--- src/design/cam_display_pkg.sv ---
// shared pixel, sync and write-port types for the display pipeline
// modules refer to these with cam_display_pkg:: scoped names
`default_nettype none

package cam_display_pkg;

    localparam int fb_addr_w  = 17; // stored image address width
    localparam int mem_rd_lat = 2;  // address reg + data reg in frame buffer
    localparam int out_lat    = 1;  // final output register

    // one stored pixel
    typedef struct packed {
        logic [4:0] red;
        logic [5:0] green;
        logic [4:0] blue;
    } rgb565_t;

    // one displayed pixel
    typedef struct packed {
        logic [7:0] red;
        logic [7:0] green;
        logic [7:0] blue;
    } rgb888_t;

    typedef struct packed {
        logic hsync;   // active low
        logic vsync;   // active low
        logic blank_n; // high in visible area
        logic active;  // pixel carries image data
    } vga_sync_t;

    typedef struct packed {
        logic                 en;
        logic [fb_addr_w-1:0] addr;
        rgb565_t              data;
    } fb_wr_t;

    typedef enum logic {
        mode_color = 1'b0,
        mode_gray  = 1'b1
    } display_mode_e;

    // state of the sync bundle outside any pulse and outside the picture
    localparam vga_sync_t sync_idle = '{hsync: 1'b1, vsync: 1'b1, blank_n: 1'b0, active: 1'b0};

endpackage

`default_nettype wire

--- src/design/video_out_stage.sv ---
// output stage: RGB565 to RGB888, optional grayscale, blanking, one output register
// sync is delayed to match the frame-buffer read latency
`timescale 1ns/1ps
`default_nettype none

module video_out_stage (
    input  wire                                 clk_25_vga,
    input  wire                                 reset,
    input  wire cam_display_pkg::rgb565_t       rd_data,
    input  wire cam_display_pkg::vga_sync_t     raw_sync,
    input  wire cam_display_pkg::display_mode_e mode,
    output cam_display_pkg::vga_sync_t          vga_sync,
    output cam_display_pkg::rgb888_t            vga_rgb
);

    localparam int sync_depth = cam_display_pkg::mem_rd_lat + cam_display_pkg::out_lat;

    cam_display_pkg::vga_sync_t sync_pipe [sync_depth];
    cam_display_pkg::vga_sync_t sync_aligned; // same cycle as rd_data
    cam_display_pkg::rgb888_t   expanded;
    cam_display_pkg::rgb888_t   gray_pix;
    cam_display_pkg::rgb888_t   next_pix;
    logic [15:0]                r16;
    logic [15:0]                g16;
    logic [15:0]                b16;
    logic [15:0]                gray_sum;

    always_ff @(posedge clk_25_vga) begin
        if (reset) begin
            for (int i = 0; i < sync_depth; i++) begin
                sync_pipe[i] <= cam_display_pkg::sync_idle;
            end
        end else begin
            sync_pipe[0] <= raw_sync;
            for (int i = 1; i < sync_depth; i++) begin
                sync_pipe[i] <= sync_pipe[i-1];
            end
        end
    end

    assign sync_aligned = sync_pipe[cam_display_pkg::mem_rd_lat-1];
    assign vga_sync     = sync_pipe[sync_depth-1];

    // low bits filled with ones
    assign expanded.red   = {rd_data.red, 3'b111};
    assign expanded.green = {rd_data.green, 2'b11};
    assign expanded.blue  = {rd_data.blue, 3'b111};

    assign r16 = {8'd0, expanded.red};
    assign g16 = {8'd0, expanded.green};
    assign b16 = {8'd0, expanded.blue};

    // 76*R + 150*G + 26*B, max 64260 so 16 bits hold it
    assign gray_sum = (r16 << 6) + (r16 << 3) + (r16 << 2)
                    + (g16 << 7) + (g16 << 4) + (g16 << 2) + (g16 << 1)
                    + (b16 << 4) + (b16 << 3) + (b16 << 1);

    assign gray_pix = '{red: gray_sum[15:8], green: gray_sum[15:8], blue: gray_sum[15:8]};

    always_comb begin
        if (!sync_aligned.active) begin
            next_pix = '0; // blanked
        end else if (mode == cam_display_pkg::mode_gray) begin
            next_pix = gray_pix;
        end else begin
            next_pix = expanded;
        end
    end

    always_ff @(posedge clk_25_vga) begin
        if (reset) begin
            vga_rgb <= '0;
        end else begin
            vga_rgb <= next_pix;
        end
    end

endmodule

`default_nettype wire

--- config.mk ---
export PLATFORM = sky130hd
export DESIGN_NAME = video_out_stage
export DESIGN_NICKNAME = d
export VERILOG_FILES = /design/src/design/cam_display_pkg.sv /design/src/design/video_out_stage.sv
export SDC_FILE = /design/constraint.sdc
export NUM_CORES = 1
export LEC_CHECK = 0
export ABC_AREA = 1
export BUFFER_PORTS_ARGS = -buffer_cell sky130_fd_sc_hd__clkbuf_2
export CELL_PAD_IN_SITES_DETAIL_PLACEMENT = 2
export CELL_PAD_IN_SITES_GLOBAL_PLACEMENT = 2
export CORE_UTILIZATION = 33
export DETAILED_ROUTE_END_ITERATION = 10
export GPL_TIMING_DRIVEN = 1
export PLACE_DENSITY_LB_ADDON = 0.1
export RECOVER_POWER = 25
export SETUP_SLACK_MARGIN = 0.02
export SKIP_LAST_GASP = 1
export SYNTH_ARGS = -nofsm -noshare
export SYNTH_HDL_FRONTEND = slang
export SYNTH_SLANG_ARGS = --single-unit
--- constraint.sdc ---
create_clock -name clk_25_vga -period 5.3 [get_ports clk_25_vga]
set_input_delay 0.53 -clock clk_25_vga [delete_from_list [all_inputs] [get_ports clk_25_vga]]
set_output_delay 0.53 -clock clk_25_vga [all_outputs]
set_load 0.01 [all_outputs]
==> flow_metrics.tcl <==
set metrics [dict create \
    status "completed" \
    final_hold_viol_count 0 \
    cts_setup_buffers 0 \
    rsz0062_at_grt "false" \
    cts_buffers 5 \
    clkSlewWorstSetupHoldPaths_ns 0.06 \
    worst-slew-pin-transition_ns 0.695 \
    ctsHoldBuffers 0 \
    cellLeakagePower_uw 0.00158 \
    die_area_um2 7750 \
    start_kind "input port" \
    worstSkewPairLatency_ns 0.27 \
    cts_resized 0 \
    synth_top_cell_by_area "fa_1" \
    io_pins 51 \
    p_clk_share_pct 18.0 \
    htreeDepth 2 \
    synth_compound_area_share_pct 5.94 \
    start_util_pct 33.9 \
    drv_cap 0 \
    synth-seq-cells 31 \
    ant_nets 0 \
    synth_seq_area_share_pct 25.4 \
    yosys.area_share.simple_pct 13.6 \
    drtPass1Iterations 3 \
    endpoint_kind "flip-flop" \
    fp-row-count 31 \
    synth_top_family_by_area "adder cells" \
    combPwrFrac_pct 62.8 \
    grt_max_degree 21 \
    drc 0 \
    max_freq_ghz 0.244 \
    synth_xor_area_share_pct 0.358 \
    area_growth_syn_to_layout_pct 16.5 \
    syn-cell-area_um2 2440 \
    io_buffers 50 \
    placed_area_um2 2730 \
    syn-num-nets 358 \
    hp-start "sync_pipe[0][5]" \
    synth_fa_ha_area_share_pct 39.1 \
    cts_tree "yes" \
    diodes 0 \
    seq_power_share_pct 19.2 \
    ir_drop_v 0.000153 \
    fill_cells 867 \
    via_count 1862 \
    cts_root_buf "clkbuf_8" \
    synth_top_area_share_pct 27.9 \
    synthCells 279 \
    swShare_pct 46.6 \
    coreArea_um2 7210 \
    tns_ns 0 \
    muxShareOfSynthArea_pct 0 \
    place_hpwl_um 5560 \
    path_class "in -> reg" \
    fp.dieH_um 88.1 \
    cts_buffer_depth 2 \
    synth.avg_cell_area_um2 8.76 \
    gr-total-overflow 0 \
    antenna_found_initial 0 \
    p_per_area_nw_per_um2 457 \
    fin_nets 402 \
    relSlewSlack_pct 53.6 \
    ys_warn_count 0 \
    die_w_um 88.1 \
    drive_gt1_share_pct 21.9 \
    r2r-start "sync_pipe[0][4]" \
    synth_cell_types 21 \
    grt_pass1_wl_um 9850 \
    hold_class "reg -> reg" \
    arrival_ns 4.29 \
    cts_num_sinks 31 \
    final_area_um2 2850 \
    cp-startpoint "rd_data[2]" \
    synth.top_cells.by_area "fa_1 28%, dfxtp_1 25%, inv_1 12%" \
    finalWirelength_um 6270 \
    cp.required_ns 5.49 \
    fin_worst_skew_ns 0.00442 \
    grt_pass1_vias 1935 \
    p_int_uw 696 \
    viasPerCell 4.40 \
    drtIter0Drc 20 \
    switchingPower_uw 606 \
    fin_crit_sh_pct 77.2 \
    gp_congestion 0.792 \
    avgRoutedWirePerCell_um 14.8 \
    globalRouteTotalUtil_pct 17.8 \
    maxSlewViolCount 0 \
    fin_crit_ns 4.09 \
    crit_path_max_fanout 5 \
    finalSetupViolCount 0 \
]
-- power by group through the flow --
stage / combinational, µW / clock, µW / sequential (µW)
floorplan: 611 / 0 / 259
global placement: 791 / 0 / 254
detailed placement: 829 / 0 / 255
CTS: 837 / 243 / 250
global route: 944 / 250 / 251
finish: 818 / 234 / 250
-- per-layer routing --
| metal | vias up | share of wire [%] | GRT usage, % |
|---|---|---|---|
| li1 | 897 | - | - |
| met1 | 927 | 45 | 22.2 |
| met2 | 36 | 51 | 32.6 |
| met3 | 2 | 3.1 | 2.83 |
| met4 | 0 | 0.33 | 3.08 |
| met5 | - | 0 | 0 |
-- placed cells by master, fill, tap and decap left out, types with 2 or more instances in the layout --
cell	synthesis	final
inv_1	77	77
clkbuf_2	0	46
nand2_1	39	39
fa_1	34	34
dfxtp_1	31	31
ha_1	22	22
a21oi_1	19	19
nor2_1	15	15
nand3_2	6	6
or2_2	6	6
clkbuf_8	0	6
nand3_1	4	4
clkbuf_1	3	4
o21ai_0	3	3
inv_2	2	2
a21oi_2	2	2
o21ai_1	2	2
-- Yosys cell counts --
cell type / instances
a21oi_1: 19
a21oi_2: 2
buf_2: 1
buf_4: 9
clkbuf_1: 3
dfxtp_1: 31
fa_1: 34
ha_1: 22
inv_1: 77
inv_2: 2
nand2_1: 39
nand2_2: 1
nand3_1: 4
nand3_2: 6
nor2_1: 15
nor4_1: 1
o21ai_0: 3
o21ai_1: 2
o21bai_1: 1
or2_2: 6
xnor2_1: 1
-- state kept, by name, summed over array words and instances (netlist names) --
| register | cells |
|---|---|
| sync_pipe | 12 |
| vga_rgb | 19 |
-- stage by stage --
stage	utilization, %	total power [µW]	cells	setup WS [ns]	hold WS (ns)
global placement	37.9	1050	415	0.986	0.390
global route	39.5	1440	423	0.999	0.429
CTS	39.5	1330	423	1.17	0.408
detailed placement	37.9	1080	415	0.881	0.398
floorplan	-	871	279	1.42	0.388
finish	39.5	1300	423	1.21	0.402
-- worst paths after layout --
check | endpoint | slack [ns] | cells after the start
min reg2reg | sync_pipe[0][9] | 0.40 | 2
max | vga_rgb[4] | 1.21 | 17
min | sync_pipe[0][9] | 0.40 | 2
max reg2reg | vga_rgb[10] | 4.03 | 4
-- critical path: stages --
cell      delay, ns
clkbuf_2       0.11
inv_1          0.13
fa_1           0.55
inv_1          0.06
fa_1           0.50
fa_1           0.55
inv_1          0.06
fa_1           0.53
inv_1          0.05
ha_1           0.35
a21oi_1        0.22
nand2_1        0.12
nand2_1        0.12
nand2_1        0.06
nand2_1        0.07
nand3_2        0.12
a21oi_1        0.17
-- cell type report --
class	instances	area [µm²]	share of cell area [%]
multi-input cells	156	1440	50.7
flip-flops and latches	31	621	21.8
repair buffers	50	245	8.62
inverters	79	297	10.4
clock inverters	2	35.0	1.23
clock buffers	6	82.6	2.90
well taps	99	124	4.35
-- kinds of logic after synthesis --
group                      count (synthesis)
buffers and inverters                     92
and+or+nand+nor                           72
adders and majority gates                 56
DFF                                       31
AOI/OAI and AO/OA                         27
xor gates and xnor gates                   1
Power figures use the tool's default switching activity.
