===== src/design/cam_display_pkg.sv =====
// shared pixel, sync and write-port types for the display pipeline
// modules refer to these with cam_display_pkg:: scoped names
`default_nettype none

package cam_display_pkg;

    localparam int fb_addr_w  = 17; // stored image address width
    localparam int mem_rd_lat = 2;  // address reg + data reg in frame buffer
    localparam int out_lat    = 1;  // final output register

    // one stored pixel
    typedef struct packed {
        logic [4:0] red;
        logic [5:0] green;
        logic [4:0] blue;
    } rgb565_t;

    // one displayed pixel
    typedef struct packed {
        logic [7:0] red;
        logic [7:0] green;
        logic [7:0] blue;
    } rgb888_t;

    typedef struct packed {
        logic hsync;   // active low
        logic vsync;   // active low
        logic blank_n; // high in visible area
        logic active;  // pixel carries image data
    } vga_sync_t;

    typedef struct packed {
        logic                 en;
        logic [fb_addr_w-1:0] addr;
        rgb565_t              data;
    } fb_wr_t;

    typedef enum logic {
        mode_color = 1'b0,
        mode_gray  = 1'b1
    } display_mode_e;

    // state of the sync bundle outside any pulse and outside the picture
    localparam vga_sync_t sync_idle = '{hsync: 1'b1, vsync: 1'b1, blank_n: 1'b0, active: 1'b0};

endpackage

`default_nettype wire


===== src/design/vga_timing.sv =====
// raster counters for the VGA output, each stored pixel shown as a 2x2 block
// gives registered sync/blank and the frame-buffer address of the current pixel
`timescale 1ns/1ps
`default_nettype none

module vga_timing #(
    parameter int h_active = 640,
    parameter int h_front  = 16,
    parameter int h_sync   = 96,
    parameter int h_back   = 48,
    parameter int v_active = 480,
    parameter int v_front  = 10,
    parameter int v_sync   = 2,
    parameter int v_back   = 33
) (
    input  wire                                  clk_25_vga,
    input  wire                                  reset,
    output cam_display_pkg::vga_sync_t           raw_sync,
    output logic [cam_display_pkg::fb_addr_w-1:0] rd_addr
);

    localparam int aw       = cam_display_pkg::fb_addr_w;
    localparam int h_total  = h_active + h_front + h_sync + h_back;
    localparam int v_total  = v_active + v_front + v_sync + v_back;
    localparam int hs_start = h_active + h_front;
    localparam int hs_end   = hs_start + h_sync;
    localparam int vs_start = v_active + v_front;
    localparam int vs_end   = vs_start + v_sync;
    localparam logic [aw-1:0] img_w = aw'(h_active / 2); // stored pixels per line

    logic [$clog2(h_total)-1:0] h_count;
    logic [$clog2(v_total)-1:0] v_count;
    logic [aw-1:0]              line_base; // address of first pixel on this stored line
    logic                       h_last;
    logic                       v_last;
    logic                       pix_active;
    logic                       in_hsync;
    logic                       in_vsync;

    assign h_last     = (h_count == h_total - 1);
    assign v_last     = (v_count == v_total - 1);
    assign pix_active = (h_count < h_active) && (v_count < v_active);
    assign in_hsync   = (h_count >= hs_start) && (h_count < hs_end);
    assign in_vsync   = (v_count >= vs_start) && (v_count < vs_end);

    always_ff @(posedge clk_25_vga) begin
        if (reset) begin
            h_count   <= '0;
            v_count   <= '0;
            line_base <= '0;
        end else begin
            if (h_last) begin
                h_count <= '0;
                if (v_last) begin
                    v_count   <= '0;
                    line_base <= '0; // new frame
                end else begin
                    v_count <= v_count + 1'b1;
                    // each stored line is shown twice
                    if (v_count[0] && (v_count < v_active)) begin
                        line_base <= line_base + img_w;
                    end
                end
            end else begin
                h_count <= h_count + 1'b1;
            end
        end
    end

    always_ff @(posedge clk_25_vga) begin
        if (reset) begin
            raw_sync <= cam_display_pkg::sync_idle;
            rd_addr  <= '0;
        end else begin
            raw_sync.hsync   <= ~in_hsync;
            raw_sync.vsync   <= ~in_vsync;
            raw_sync.blank_n <= pix_active;
            raw_sync.active  <= pix_active;
            rd_addr          <= pix_active ? line_base + aw'(h_count >> 1) : '0; // halved column
        end
    end

endmodule

`default_nettype wire


===== config.mk =====
export PLATFORM = sky130hd
export DESIGN_NAME = vga_timing
export DESIGN_NICKNAME = d
export VERILOG_FILES = /design/src/design/cam_display_pkg.sv /design/src/design/vga_timing.sv
export SDC_FILE = /design/constraint.sdc
export NUM_CORES = 1
export LEC_CHECK = 0
export BUFFER_PORTS_ARGS = -buffer_cell sky130_fd_sc_hd__buf_2
export CAP_MARGIN = 15
export CORE_ASPECT_RATIO = 0.6
export CORE_MARGIN = 1.5
export CORE_UTILIZATION = 46
export DETAILED_ROUTE_END_ITERATION = 10
export MAX_ROUTING_LAYER = met4
export PLACE_DENSITY = 0.65
export SLEW_MARGIN = 10
export SYNTH_ARGS = -nofsm -noshare
export SYNTH_HDL_FRONTEND = slang
export SYNTH_SLANG_ARGS = --single-unit

===== constraint.sdc =====
create_clock -name clk_25_vga -period 2.15 [get_ports clk_25_vga]
set_clock_uncertainty 0.15 [all_clocks]
set_input_delay 0.43 -clock clk_25_vga [delete_from_list [all_inputs] [get_ports clk_25_vga]]
set_output_delay 0.43 -clock clk_25_vga [all_outputs]
set_load 0.01 [all_outputs]

==> results of run 1 <==
## routing by layer
layer | global-route usage (%) | vias up
met3 | 4.33 | 7
met4 | 4.90 | 0
met2 | 27.8 | 51
li1 | - | 1075
met1 | 31.9 | 977
met5 | - | -
## cells in the final DEF, fill, tap and decap left out, drive strengths merged, types with 5 or more instances in the layout
master   n
and2     7
or4      6
dfxtp   51
o32ai    5
buf     37
or3      9
nor3    11
a21oi   22
inv     12
and3     5
o31ai    5
clkbuf   6
nand3   13
nand2   18
ha       9
o21ai   11
nor2    18
xnor2    7
nand4   14
xor2     6
## critical path, delay by kind of cell (launching register included)
kind | cells | cell delay (ns)
simple gates | 3 | 0.93
flops | 1 | 0.39
compound gates | 1 | 0.24
fa+ha+maj | 1 | 0.22
## layout make-up
class | instances | area [um2] | area share (%)
clock inverter | 2 | 38.8 | 1.38
inverter | 12 | 45.0 | 1.60
sequential | 51 | 1020 | 36.2
clock buffer | 6 | 82.6 | 2.93
multi-input combinational | 200 | 1330 | 47.0
timing repair buffer | 37 | 223 | 7.90
tap | 66 | 82.6 | 2.93
## worst min path at each step
| stage | startpoint | endpoint | slack, ns | cells past startpoint |
|---|---|---|---|---|
| final | v_count[3]$_SDFFE_PP0P_ | raw_sync[2]$_SDFF_PP1_ | 0.37 | 1 |
| after floorplan | v_count[3]$_SDFFE_PP0P_ | raw_sync[2]$_SDFF_PP1_ | 0.26 | 1 |
| after global routing | v_count[3]$_SDFFE_PP0P_ | raw_sync[2]$_SDFF_PP1_ | 0.39 | 1 |
| after CTS | v_count[3]$_SDFFE_PP0P_ | raw_sync[2]$_SDFF_PP1_ | 0.36 | 1 |
| after detailed placement | v_count[3]$_SDFFE_PP0P_ | raw_sync[2]$_SDFF_PP1_ | 0.32 | 1 |
| after global placement | v_count[3]$_SDFFE_PP0P_ | raw_sync[2]$_SDFF_PP1_ | 0.32 | 1 |
## stage by stage
step	cells	worst slack [ns]
detailed placement	366	-0.0266
global route	374	0.00661
global placement	366	0.0830
finish	374	0.131
CTS	374	0.0604
floorplan	278	0.272
## cells by family (layout without fill, tap and decap cells)
| group | Yosys count | in the layout | synth area share [%] |
|---|---|---|---|
| fa+ha+maj | 9 | 9 | 4.56 |
| buf+inv | 27 | 57 | 5.07 |
| compound gates | 56 | 56 | 14.6 |
| simple gates | 122 | 122 | 29.8 |
| xor+xnor | 13 | 13 | 4.61 |
| flops | 51 | 51 | 41.4 |
## registers in the layout, summed over array words and instances, names as in the netlist
register   cells
v_count       10
h_count       10
rd_addr       17
line_base     11
raw_sync       3
## timing repair
action                     in CTS  in global routing
buffers inserted                0                  0
setup endpoints to repair       1                  1
resized for setup               1                  1
## where the power goes
group | internal (W) | switching [W]
clock | 0.000383 | 0.000334
combinational | 0.0000199 | 0.0000343
sequential | 0.000952 | 0.00000439
==> reports/metrics.cfg, run 1 <==
[global_routing]
grt_pass1_vias = 1843
antenna_found_initial = 0
grt_pass1_wl_mm = 9.24
grt.total_usage_pct = 21.0
grt-ovfl-total = 0
grt_max_degree = 21

[route]
vias_per_cell = 5.64
ant_nets = 0
top_layer = met4
drc = 0
wl_met1_mm = 3.07
wl_per_cell_um = 14.9
drt-initial-drc-count = 133
firstDrtPassIters = 4
met2_wirelength_mm = 2.08
dr_wl_met3_um = 377
vias = 2110
wirelength_mm = 5.58

[synthesis]
synth_area_um2 = 2470
synth_top_cell_by_area = dfxtp_1
synth-warning-count = 0
synth_edf_count = 0
synth_cell_types = 52
synth_fp_nets = 289
synth_common_cells = dfxtp_1 (51), a21oi_1 (21), nand2_1 (18)
synthFlopType = dfxtp_1
async_flop_share_pct = 0
synth_area_leaders = dfxtp_1 (41%), ha_1 (4.6%), a21oi_1 (4.3%), nand4_1 (3.3%), nand2_1 (2.7%)
synth_top_area_share_pct = 41.4
syn_area_per_cell_um2 = 8.88
ys_seq_elements = 51
synth_cells = 278
seq_area_frac_synth_pct = 41.4
yosysMostFrequentCell = dfxtp_1

[sta]
slew_violations = 0
final_hold_viol_count = 0
min_period_ns = 2.02
hold_slack_ns = 0.365
finalCritPeriodShare_pct = 93.9
relSlewSlack_pct = 72.3
fin_tns_setup_ns = 0
grt_setup_unrepaired = false
setup-violations-final = 0
worst_pin_slew_ns = 0.415
fmax_ghz = 0.495

[clock_network]
clk_root_buffer_cell = clkbuf_8
h-tree-depth = 2
clk_pin_slew_ns = 0.10
cts_tree = built
cts-buffers-inserted = 5
cts_buffer_depth = 2
ctsHoldBuffers = 0
clk_latency_ns = 0.31
cts.sinks = 51

[critical_path]
timing.rr.end = line_base[7]$_SDFFE_PP0P_
worstSetupEndpoint = line_base[7]$_SDFFE_PP0P_
crit_arrival_ns = 2.09
slowest_delay_ns = 0.45
endpoint_kind = flip-flop
required_ns = 2.22
rrSetupSlack_ns = 0.13
crit_path_top_delay_cell = or3_1
startpoint_type = flip-flop
r2r-start = h_count[1]$_SDFF_PP0_
startpoint = h_count[1]$_SDFF_PP0_
path_cells = ha_1 > and4_4 > nand3_4 > or3_1 > o32ai_1
critical_path_class = flip-flop to flip-flop
rr_worst_depth = 5
worst-path-max-fanout = 15

[flow_run]
maxCapViolCount = 0

[floorplanning]
initial_core_util_pct = 48.4
core_area_um2 = 5100
ios = 23
die_x_um = 97.6
chipHeight_um = 59.7
rows = 20
fp.dieArea_um2 = 5830

[pwr]
p_leak_nw = 1.05
p_total_w = 0.00173
ir_drop_uv = 330
cellPowerDensity_nw_per_um2 = 613

[final_layout]
n_fill_cell = 488
design_area_um2 = 2820
drive_above_1_share_pct = 20.5
nets = 318
utilization_pct = 55.2
syn2layout_area_growth_pct = 14.1
diodes = 0

[min_path]
hp-class = flip-flop to flip-flop

[outcome]
outcome = complete, no violations

[place]
io_buffers = 22
hpwlAfterDp_mm = 4.06
globalplace.congestion = 0.919
placed_cell_area_um2 = 2690

Note: power is estimated with default switching activity, not from simulation.
==> inputs of run 2 (changes only) <==
--- a/config.mk
+++ b/config.mk
@@ -13,6 +13,7 @@
 export DETAILED_ROUTE_END_ITERATION = 10
 export MAX_ROUTING_LAYER = met4
 export PLACE_DENSITY = 0.65
+export SETUP_SLACK_MARGIN = 0.2
 export SLEW_MARGIN = 10
 export SYNTH_ARGS = -nofsm -noshare
 export SYNTH_HDL_FRONTEND = slang
==> reports/metrics.cfg, run 2 (synthesized netlist as in run 1, its figures left out) <==
[flow_run]
maxCapViolCount = 0  ; unchanged

[pwr]
p_int_w = 0.00135  ; -0.13%
pwr-share-clk_pct = 41.6  ; about the same
cellPowerDensity_nw_per_um2 = 593  ; -3.3%
ir_drop_uv = 330  ; +0.11%
p_leak_nw = 1.08  ; +2.8%
netSwitchingPower_w = 0.000374  ; +0.23%
seqPwrFrac_pct = 55.3  ; about the same
combPwrFrac_pct = 3.2  ; about the same
swShare_pct = 21.6  ; +0.061 points

[final_layout]
fin_cells = 379  ; +1.3%
largest_register_ffs = 17  ; unchanged
nets = 323  ; +1.6%
syn2layout_area_growth_pct = 18.0
layout_common_cells = dfxtp_1 (43), buf_2 (22), a21oi_1 (20), buf_4 (20), nand2_1 (18)
n_fill_cell = 481  ; -1.4%
top_regs = rd_addr x17, line_base x11
max_flop_register = rd_addr
final_common_cell = dfxtp_1
drive_above_1_share_pct = 26.8  ; +6.4 points
diodes = 0  ; unchanged

[place]
io_buffers = 22  ; unchanged
pre_cts_ws_ns = -0.0266  ; unchanged
hpwlAfterDp_mm = 4.06  ; unchanged
globalplace.congestion = 0.919  ; unchanged
dp.cells = 366  ; unchanged

[global_routing]
grt-ovfl-total = 0  ; unchanged
grt_pass1_wl_mm = 9.43  ; +2.0%
grt_max_degree = 21  ; unchanged
grt_pass1_vias = 1889  ; +2.5%
antenna_found_initial = 0  ; unchanged
grt.total_usage_pct = 21.4  ; +0.43 points

[route]
drc = 0  ; unchanged
vias = 2126  ; +0.76%
firstDrtPassIters = 4  ; unchanged
ant_nets = 0  ; unchanged
wl_per_cell_um = 15.3  ; +2.9%
drt-initial-drc-count = 178  ; +34%
wirelength_mm = 5.82  ; +4.2%
vias_per_cell = 5.61  ; -0.57%

[sta]
finalCritPeriodShare_pct = 87.7  ; -6.2 points
setup_slack_ns = 0.264  ; +0.133 ns
hold_slack_ns = 0.361  ; -0.00467 ns
setup-violations-final = 0  ; unchanged
final_hold_viol_count = 0  ; unchanged
worst_pin_slew_ns = 0.411  ; -0.00412 ns
slew_violations = 0  ; unchanged
relSlewSlack_pct = 72.6  ; +0.27 points
grt_setup_unrepaired = true
min_period_ns = 1.89  ; -0.133 ns
fmax_ghz = 0.530  ; +7.1%

[clock_network]
cts-buffers-inserted = 5  ; unchanged
clk_pin_slew_ns = 0.10  ; about the same
cts_buffer_depth = 2  ; unchanged
clk_latency_ns = 0.31  ; about the same
ctsHoldBuffers = 0  ; unchanged
h-tree-depth = 2  ; unchanged
cts_tree = built
cts.sinks = 51  ; unchanged
clk_root_buffer_cell = clkbuf_8

[critical_path]
startpoint_type = flip-flop
cpLargestDelayFamily = simple AND/OR/NAND/NOR gates
endpoint_kind = flip-flop
crit_path_top_delay_cell = or4_4
worst-path-max-fanout = 7  ; -8
slowest_delay_ns = 0.54  ; +0.09 ns
critical_path_class = flip-flop to flip-flop
required_ns = 2.25  ; +0.03 ns
crit_arrival_ns = 1.98  ; -0.11 ns
path_cells = ha_2 > and4_4 > nand4_4 > or4_4 > a21oi_2
path_buf_inv = 0  ; unchanged

[floorplanning]
chipHeight_um = 59.7  ; unchanged
initial_core_util_pct = 48.4  ; unchanged
die_x_um = 97.6  ; unchanged
core_area_um2 = 5100  ; unchanged
ios = 23  ; unchanged
rows = 20  ; unchanged
fp.dieArea_um2 = 5830  ; unchanged

[min_path]
hp-class = flip-flop to flip-flop

[outcome]
outcome = complete, no violations

-- run 2: cell types whose count changed in the layout (fill, tap and decap cells not counted), sizes merged --
cell,before,now
buf,37,42
-- run 2: area by class of cell --
type                    instances  area, um2  share of cell area, %
repair buffers                 42        260                   8.93
clock buffers                   6       82.6                   2.84
flip-flops and latches         51       1040                   35.6
inverters                      12       45.0                   1.55
well taps                      66       82.6                   2.84
multi-input cells             200       1370                   47.0
clock inverters                 2       38.8                   1.33
-- run 2: final timing paths --
| check | startpoint | endpoint | slack [ns] | depth (start not counted) |
|---|---|---|---|---|
| max | h_count[1]$_SDFF_PP0_ | v_count[8]$_SDFFE_PP0P_ | 0.26 | 5 |
| min | v_count[3]$_SDFFE_PP0P_ | raw_sync[2]$_SDFF_PP1_ | 0.36 | 1 |
| max reg2reg | h_count[1]$_SDFF_PP0_ | v_count[8]$_SDFFE_PP0P_ | 0.26 | 5 |
| min reg2reg | v_count[3]$_SDFFE_PP0P_ | raw_sync[2]$_SDFF_PP1_ | 0.36 | 1 |
-- run 2: timing repair --
item | CTS | global route
pin swaps | 0 | 4
buffers inserted | 3 | 2
resized for setup | 5 | 15
hold endpoints to repair | 0 | 0
setup endpoints to repair | 15 | 20
-- run 2: layer usage --
layer / GRT usage, % / wire [um]
met5: - / 0
met4: 5.31 / 30
met3: 4.56 / 367
met2: 28.8 / 2280
met1: 32.0 / 3140
-- run 2: power by group through the flow --
| stage | Clock, W | Combinational, W | Sequential, W |
|---|---|---|---|
| 3_5_place_dp | 0 | 0.0000546 | 0.000978 |
| 2_1_floorplan | 0 | 0.0000289 | 0.000981 |
| 6_report | 0.000718 | 0.0000546 | 0.000954 |
| 3_3_place_gp | 0 | 0.0000546 | 0.000977 |
| 4_1_cts | 0.000735 | 0.0000549 | 0.000956 |
| 5_1_grt | 0.000774 | 0.0000615 | 0.000955 |
-- run 2: worst reg2reg max path, delay by kind of cell, from the launching register on --
family | cells | cell delay (ns)
flops | 1 | 0.36
simple gates | 3 | 0.98
fa+ha+maj | 1 | 0.21
compound gates | 1 | 0.14
-- run 2: through the flow --
stage                     utilization (%)  instance area (um2)  TNS, ns  total power (W)
after floorplan                         -                 2470        0          0.00101
after CTS                            55.8                 2850        0          0.00175
after global routing                 57.1                 2910        0          0.00179
final                                57.1                 2910        0          0.00173
after detailed placement             52.8                 2690  -0.0266          0.00103
after global placement               52.8                 2690        0          0.00103
==> inputs of run 3 (changes only) <==
--- a/config.mk
+++ b/config.mk
@@ -5,12 +5,13 @@
 export SDC_FILE = /design/constraint.sdc
 export NUM_CORES = 1
 export LEC_CHECK = 0
-export BUFFER_PORTS_ARGS = -buffer_cell sky130_fd_sc_hd__buf_2
+export BUFFER_PORTS_ARGS = -buffer_cell sky130_fd_sc_hd__buf_4
 export CAP_MARGIN = 15
-export CORE_ASPECT_RATIO = 0.6
+export CORE_ASPECT_RATIO = 1.1
 export CORE_MARGIN = 1.5
 export CORE_UTILIZATION = 46
 export DETAILED_ROUTE_END_ITERATION = 10
+export HOLD_SLACK_MARGIN = 0.06
 export MAX_ROUTING_LAYER = met4
 export PLACE_DENSITY = 0.65
 export SETUP_SLACK_MARGIN = 0.2
==> reports/metrics.cfg, run 3 (synthesized netlist as in run 1, its figures left out) <==
[outcome]
outcome = complete, no violations

[final_layout]
max_flop_register = rd_addr
top_regs = rd_addr x17, line_base x11
n_fill_cell = 462  ; -4.0%
seq_area_um2 = 1030  ; -0.72%
syn2layout_area_growth_pct = 21.0
layout_common_cells = dfxtp_1 (47), buf_4 (47), a21oi_1 (20), nand2_1 (18), nor2_1 (17)
largest_register_ffs = 17  ; unchanged
diodes = 0  ; unchanged
drive_above_1_share_pct = 26.1  ; -0.74 points
multi_input_area_um2 = 1360  ; -0.82%
nets = 328  ; +1.5%

[pwr]
pwr-share-clk_pct = 40.2  ; -1.4 points
seqPwrFrac_pct = 56.4  ; +1.1 points
p_int_w = 0.00132  ; -2.1%
ir_drop_uv = 316  ; -4.4%
p_leak_nw = 1.10  ; +1.4%
swShare_pct = 21.8  ; +0.19 points
cellPowerDensity_nw_per_um2 = 567  ; -4.3%
combPwrFrac_pct = 3.4  ; +0.2 points
netSwitchingPower_w = 0.000370  ; -1.0%

[sta]
min_period_ns = 1.91  ; +0.0267 ns
finalCritPeriodShare_pct = 89.0  ; +1.2 points
final_hold_viol_count = 0  ; unchanged
fmax_ghz = 0.523  ; -1.4%
fin_tns_setup_ns = 0  ; unchanged
setup_slack_ns = 0.237  ; -0.0267 ns
slew_violations = 0  ; unchanged
worst_pin_slew_ns = 0.406  ; -0.00452 ns
relSlewSlack_pct = 72.9  ; +0.30 points
setup-violations-final = 0  ; unchanged
grt_setup_unrepaired = true

[global_routing]
grt_pass1_vias = 1898  ; +0.48%
grt_max_degree = 18  ; -14%
grt_pass1_wl_mm = 9.06  ; -3.9%
antenna_found_initial = 0  ; unchanged
grt.total_usage_pct = 20.6  ; -0.85 points
grt-ovfl-total = 0  ; unchanged

[clock_network]
cts_buffer_depth = 2  ; unchanged
clk_pin_slew_ns = 0.10  ; about the same
cts-buffers-inserted = 5  ; unchanged
cts.sinks = 51  ; unchanged
ctsHoldBuffers = 0  ; unchanged
h-tree-depth = 2  ; unchanged
clk_root_buffer_cell = clkbuf_8
clk_latency_ns = 0.31  ; about the same
cts_tree = built

[critical_path]
path_cells = ha_4 > a21o_1 > a21oi_1 > buf_4 > or4_1 > a21oi_2
endpoint_kind = flip-flop
required_ns = 2.25  ; about the same
crit_path_top_delay_cell = or4_1
worst-path-max-fanout = 10  ; +3
critical_path_class = flip-flop to flip-flop
cpLargestDelayFamily = simple AND/OR/NAND/NOR gates
slowest_delay_ns = 0.48  ; -0.06 ns
crit_arrival_ns = 2.01  ; +0.03 ns
rr_worst_depth = 6  ; +1
startpoint_type = flip-flop
path_buf_inv = 1  ; +1
cp.depth = 6  ; +1

[floorplanning]
initial_core_util_pct = 48.4  ; about the same
chipHeight_um = 79.8  ; +34%
die_x_um = 72.8  ; -25%
rows = 27  ; +35%
ios = 23  ; unchanged
core_area_um2 = 5100  ; about the same
fp.dieArea_um2 = 5820  ; -0.25%

[flow_run]
maxCapViolCount = 0  ; unchanged

[route]
wl_per_cell_um = 14.1  ; -8.0%
vias_per_cell = 5.60  ; -0.17%
vias = 2184  ; +2.7%
drt-initial-drc-count = 162  ; -9.0%
drc = 0  ; unchanged
firstDrtPassIters = 4  ; unchanged
wirelength_mm = 5.50  ; -5.4%
ant_nets = 0  ; unchanged

[place]
globalplace.congestion = 0.854  ; -7.1%
hpwlAfterDp_mm = 3.85  ; -5.0%
pre_cts_ws_ns = 0.0343  ; +0.0609 ns
io_buffers = 22  ; unchanged

[min_path]
hp-class = flip-flop to flip-flop
hold_depth = 1  ; unchanged

==> run 3: cell types whose count changed in the layout (fill, tap and decap cells not counted), sizes merged <==
cell / change
buf: +5
clkbuf: -1
clkinvlp: +1
==> run 3: metrics by stage <==
step	cell area, um2	total power, W	std cells	util [%]	hold slack [ns]
CTS	2930	0.00171	386	57.3	0.338
global route	2990	0.00176	390	58.6	0.365
detailed placement	2790	0.00104	376	54.6	0.302
global placement	2790	0.00104	376	54.6	0.325
finish	2990	0.00169	390	58.6	0.340
floorplan	2470	0.00101	278	-	0.260
==> run 3: area by class of cell <==
type,instances,share of cell area (%)
flip-flops and latches,51,34.4
multi-input cells,200,45.4
clock buffers,5,2.30
inverters,12,1.51
clock inverters,3,1.55
repair buffers,47,11.8
well taps,72,3.02
==> run 3: layer usage <==
layer / vias to the layer above / wire (um) / track usage (%)
met2: 72 / 2650 / 32.4
li1: 1091 / - / -
met5: - / 0 / -
met3: 7 / 283 / 2.65
met4: 0 / 74 / 7.55
met1: 1014 / 2500 / 26.9
==> run 3: timing repair <==
item,4_1_cts,5_1_grt
setup buffers,2,4
pin swaps,1,2
endpoints found under the setup margin,16,22
resized for setup,4,9
==> run 3: final timing paths <==
kind,startpoint,end,slack [ns]
worst min-delay path,v_count[3]$_SDFFE_PP0P_,raw_sync[2]$_SDFF_PP1_,0.34
worst max-delay path,line_base[7]$_SDFFE_PP0P_,rd_addr[15]$_SDFF_PP0_,0.24
worst min register to register,v_count[3]$_SDFFE_PP0P_,raw_sync[2]$_SDFF_PP1_,0.34
worst max register to register,line_base[7]$_SDFFE_PP0P_,rd_addr[15]$_SDFF_PP0_,0.24
==> run 3: worst reg2reg max path, stage by stage, from the launching register on <==
cell,delay (ns)
dfxtp_1,0.37
ha_4,0.30
a21o_1,0.16
a21oi_1,0.08
buf_4,0.17
or4_1,0.48
a21oi_2,0.14
==> run 3: power by group through the flow <==
stage	Combinational (W)	Sequential, W	Clock [W]
floorplan	0.0000289	0.000981	0
CTS	0.0000577	0.000956	0.000697
detailed placement	0.0000573	0.000978	0
finish	0.0000580	0.000955	0.000681
global placement	0.0000581	0.000977	0
global route	0.0000641	0.000957	0.000736
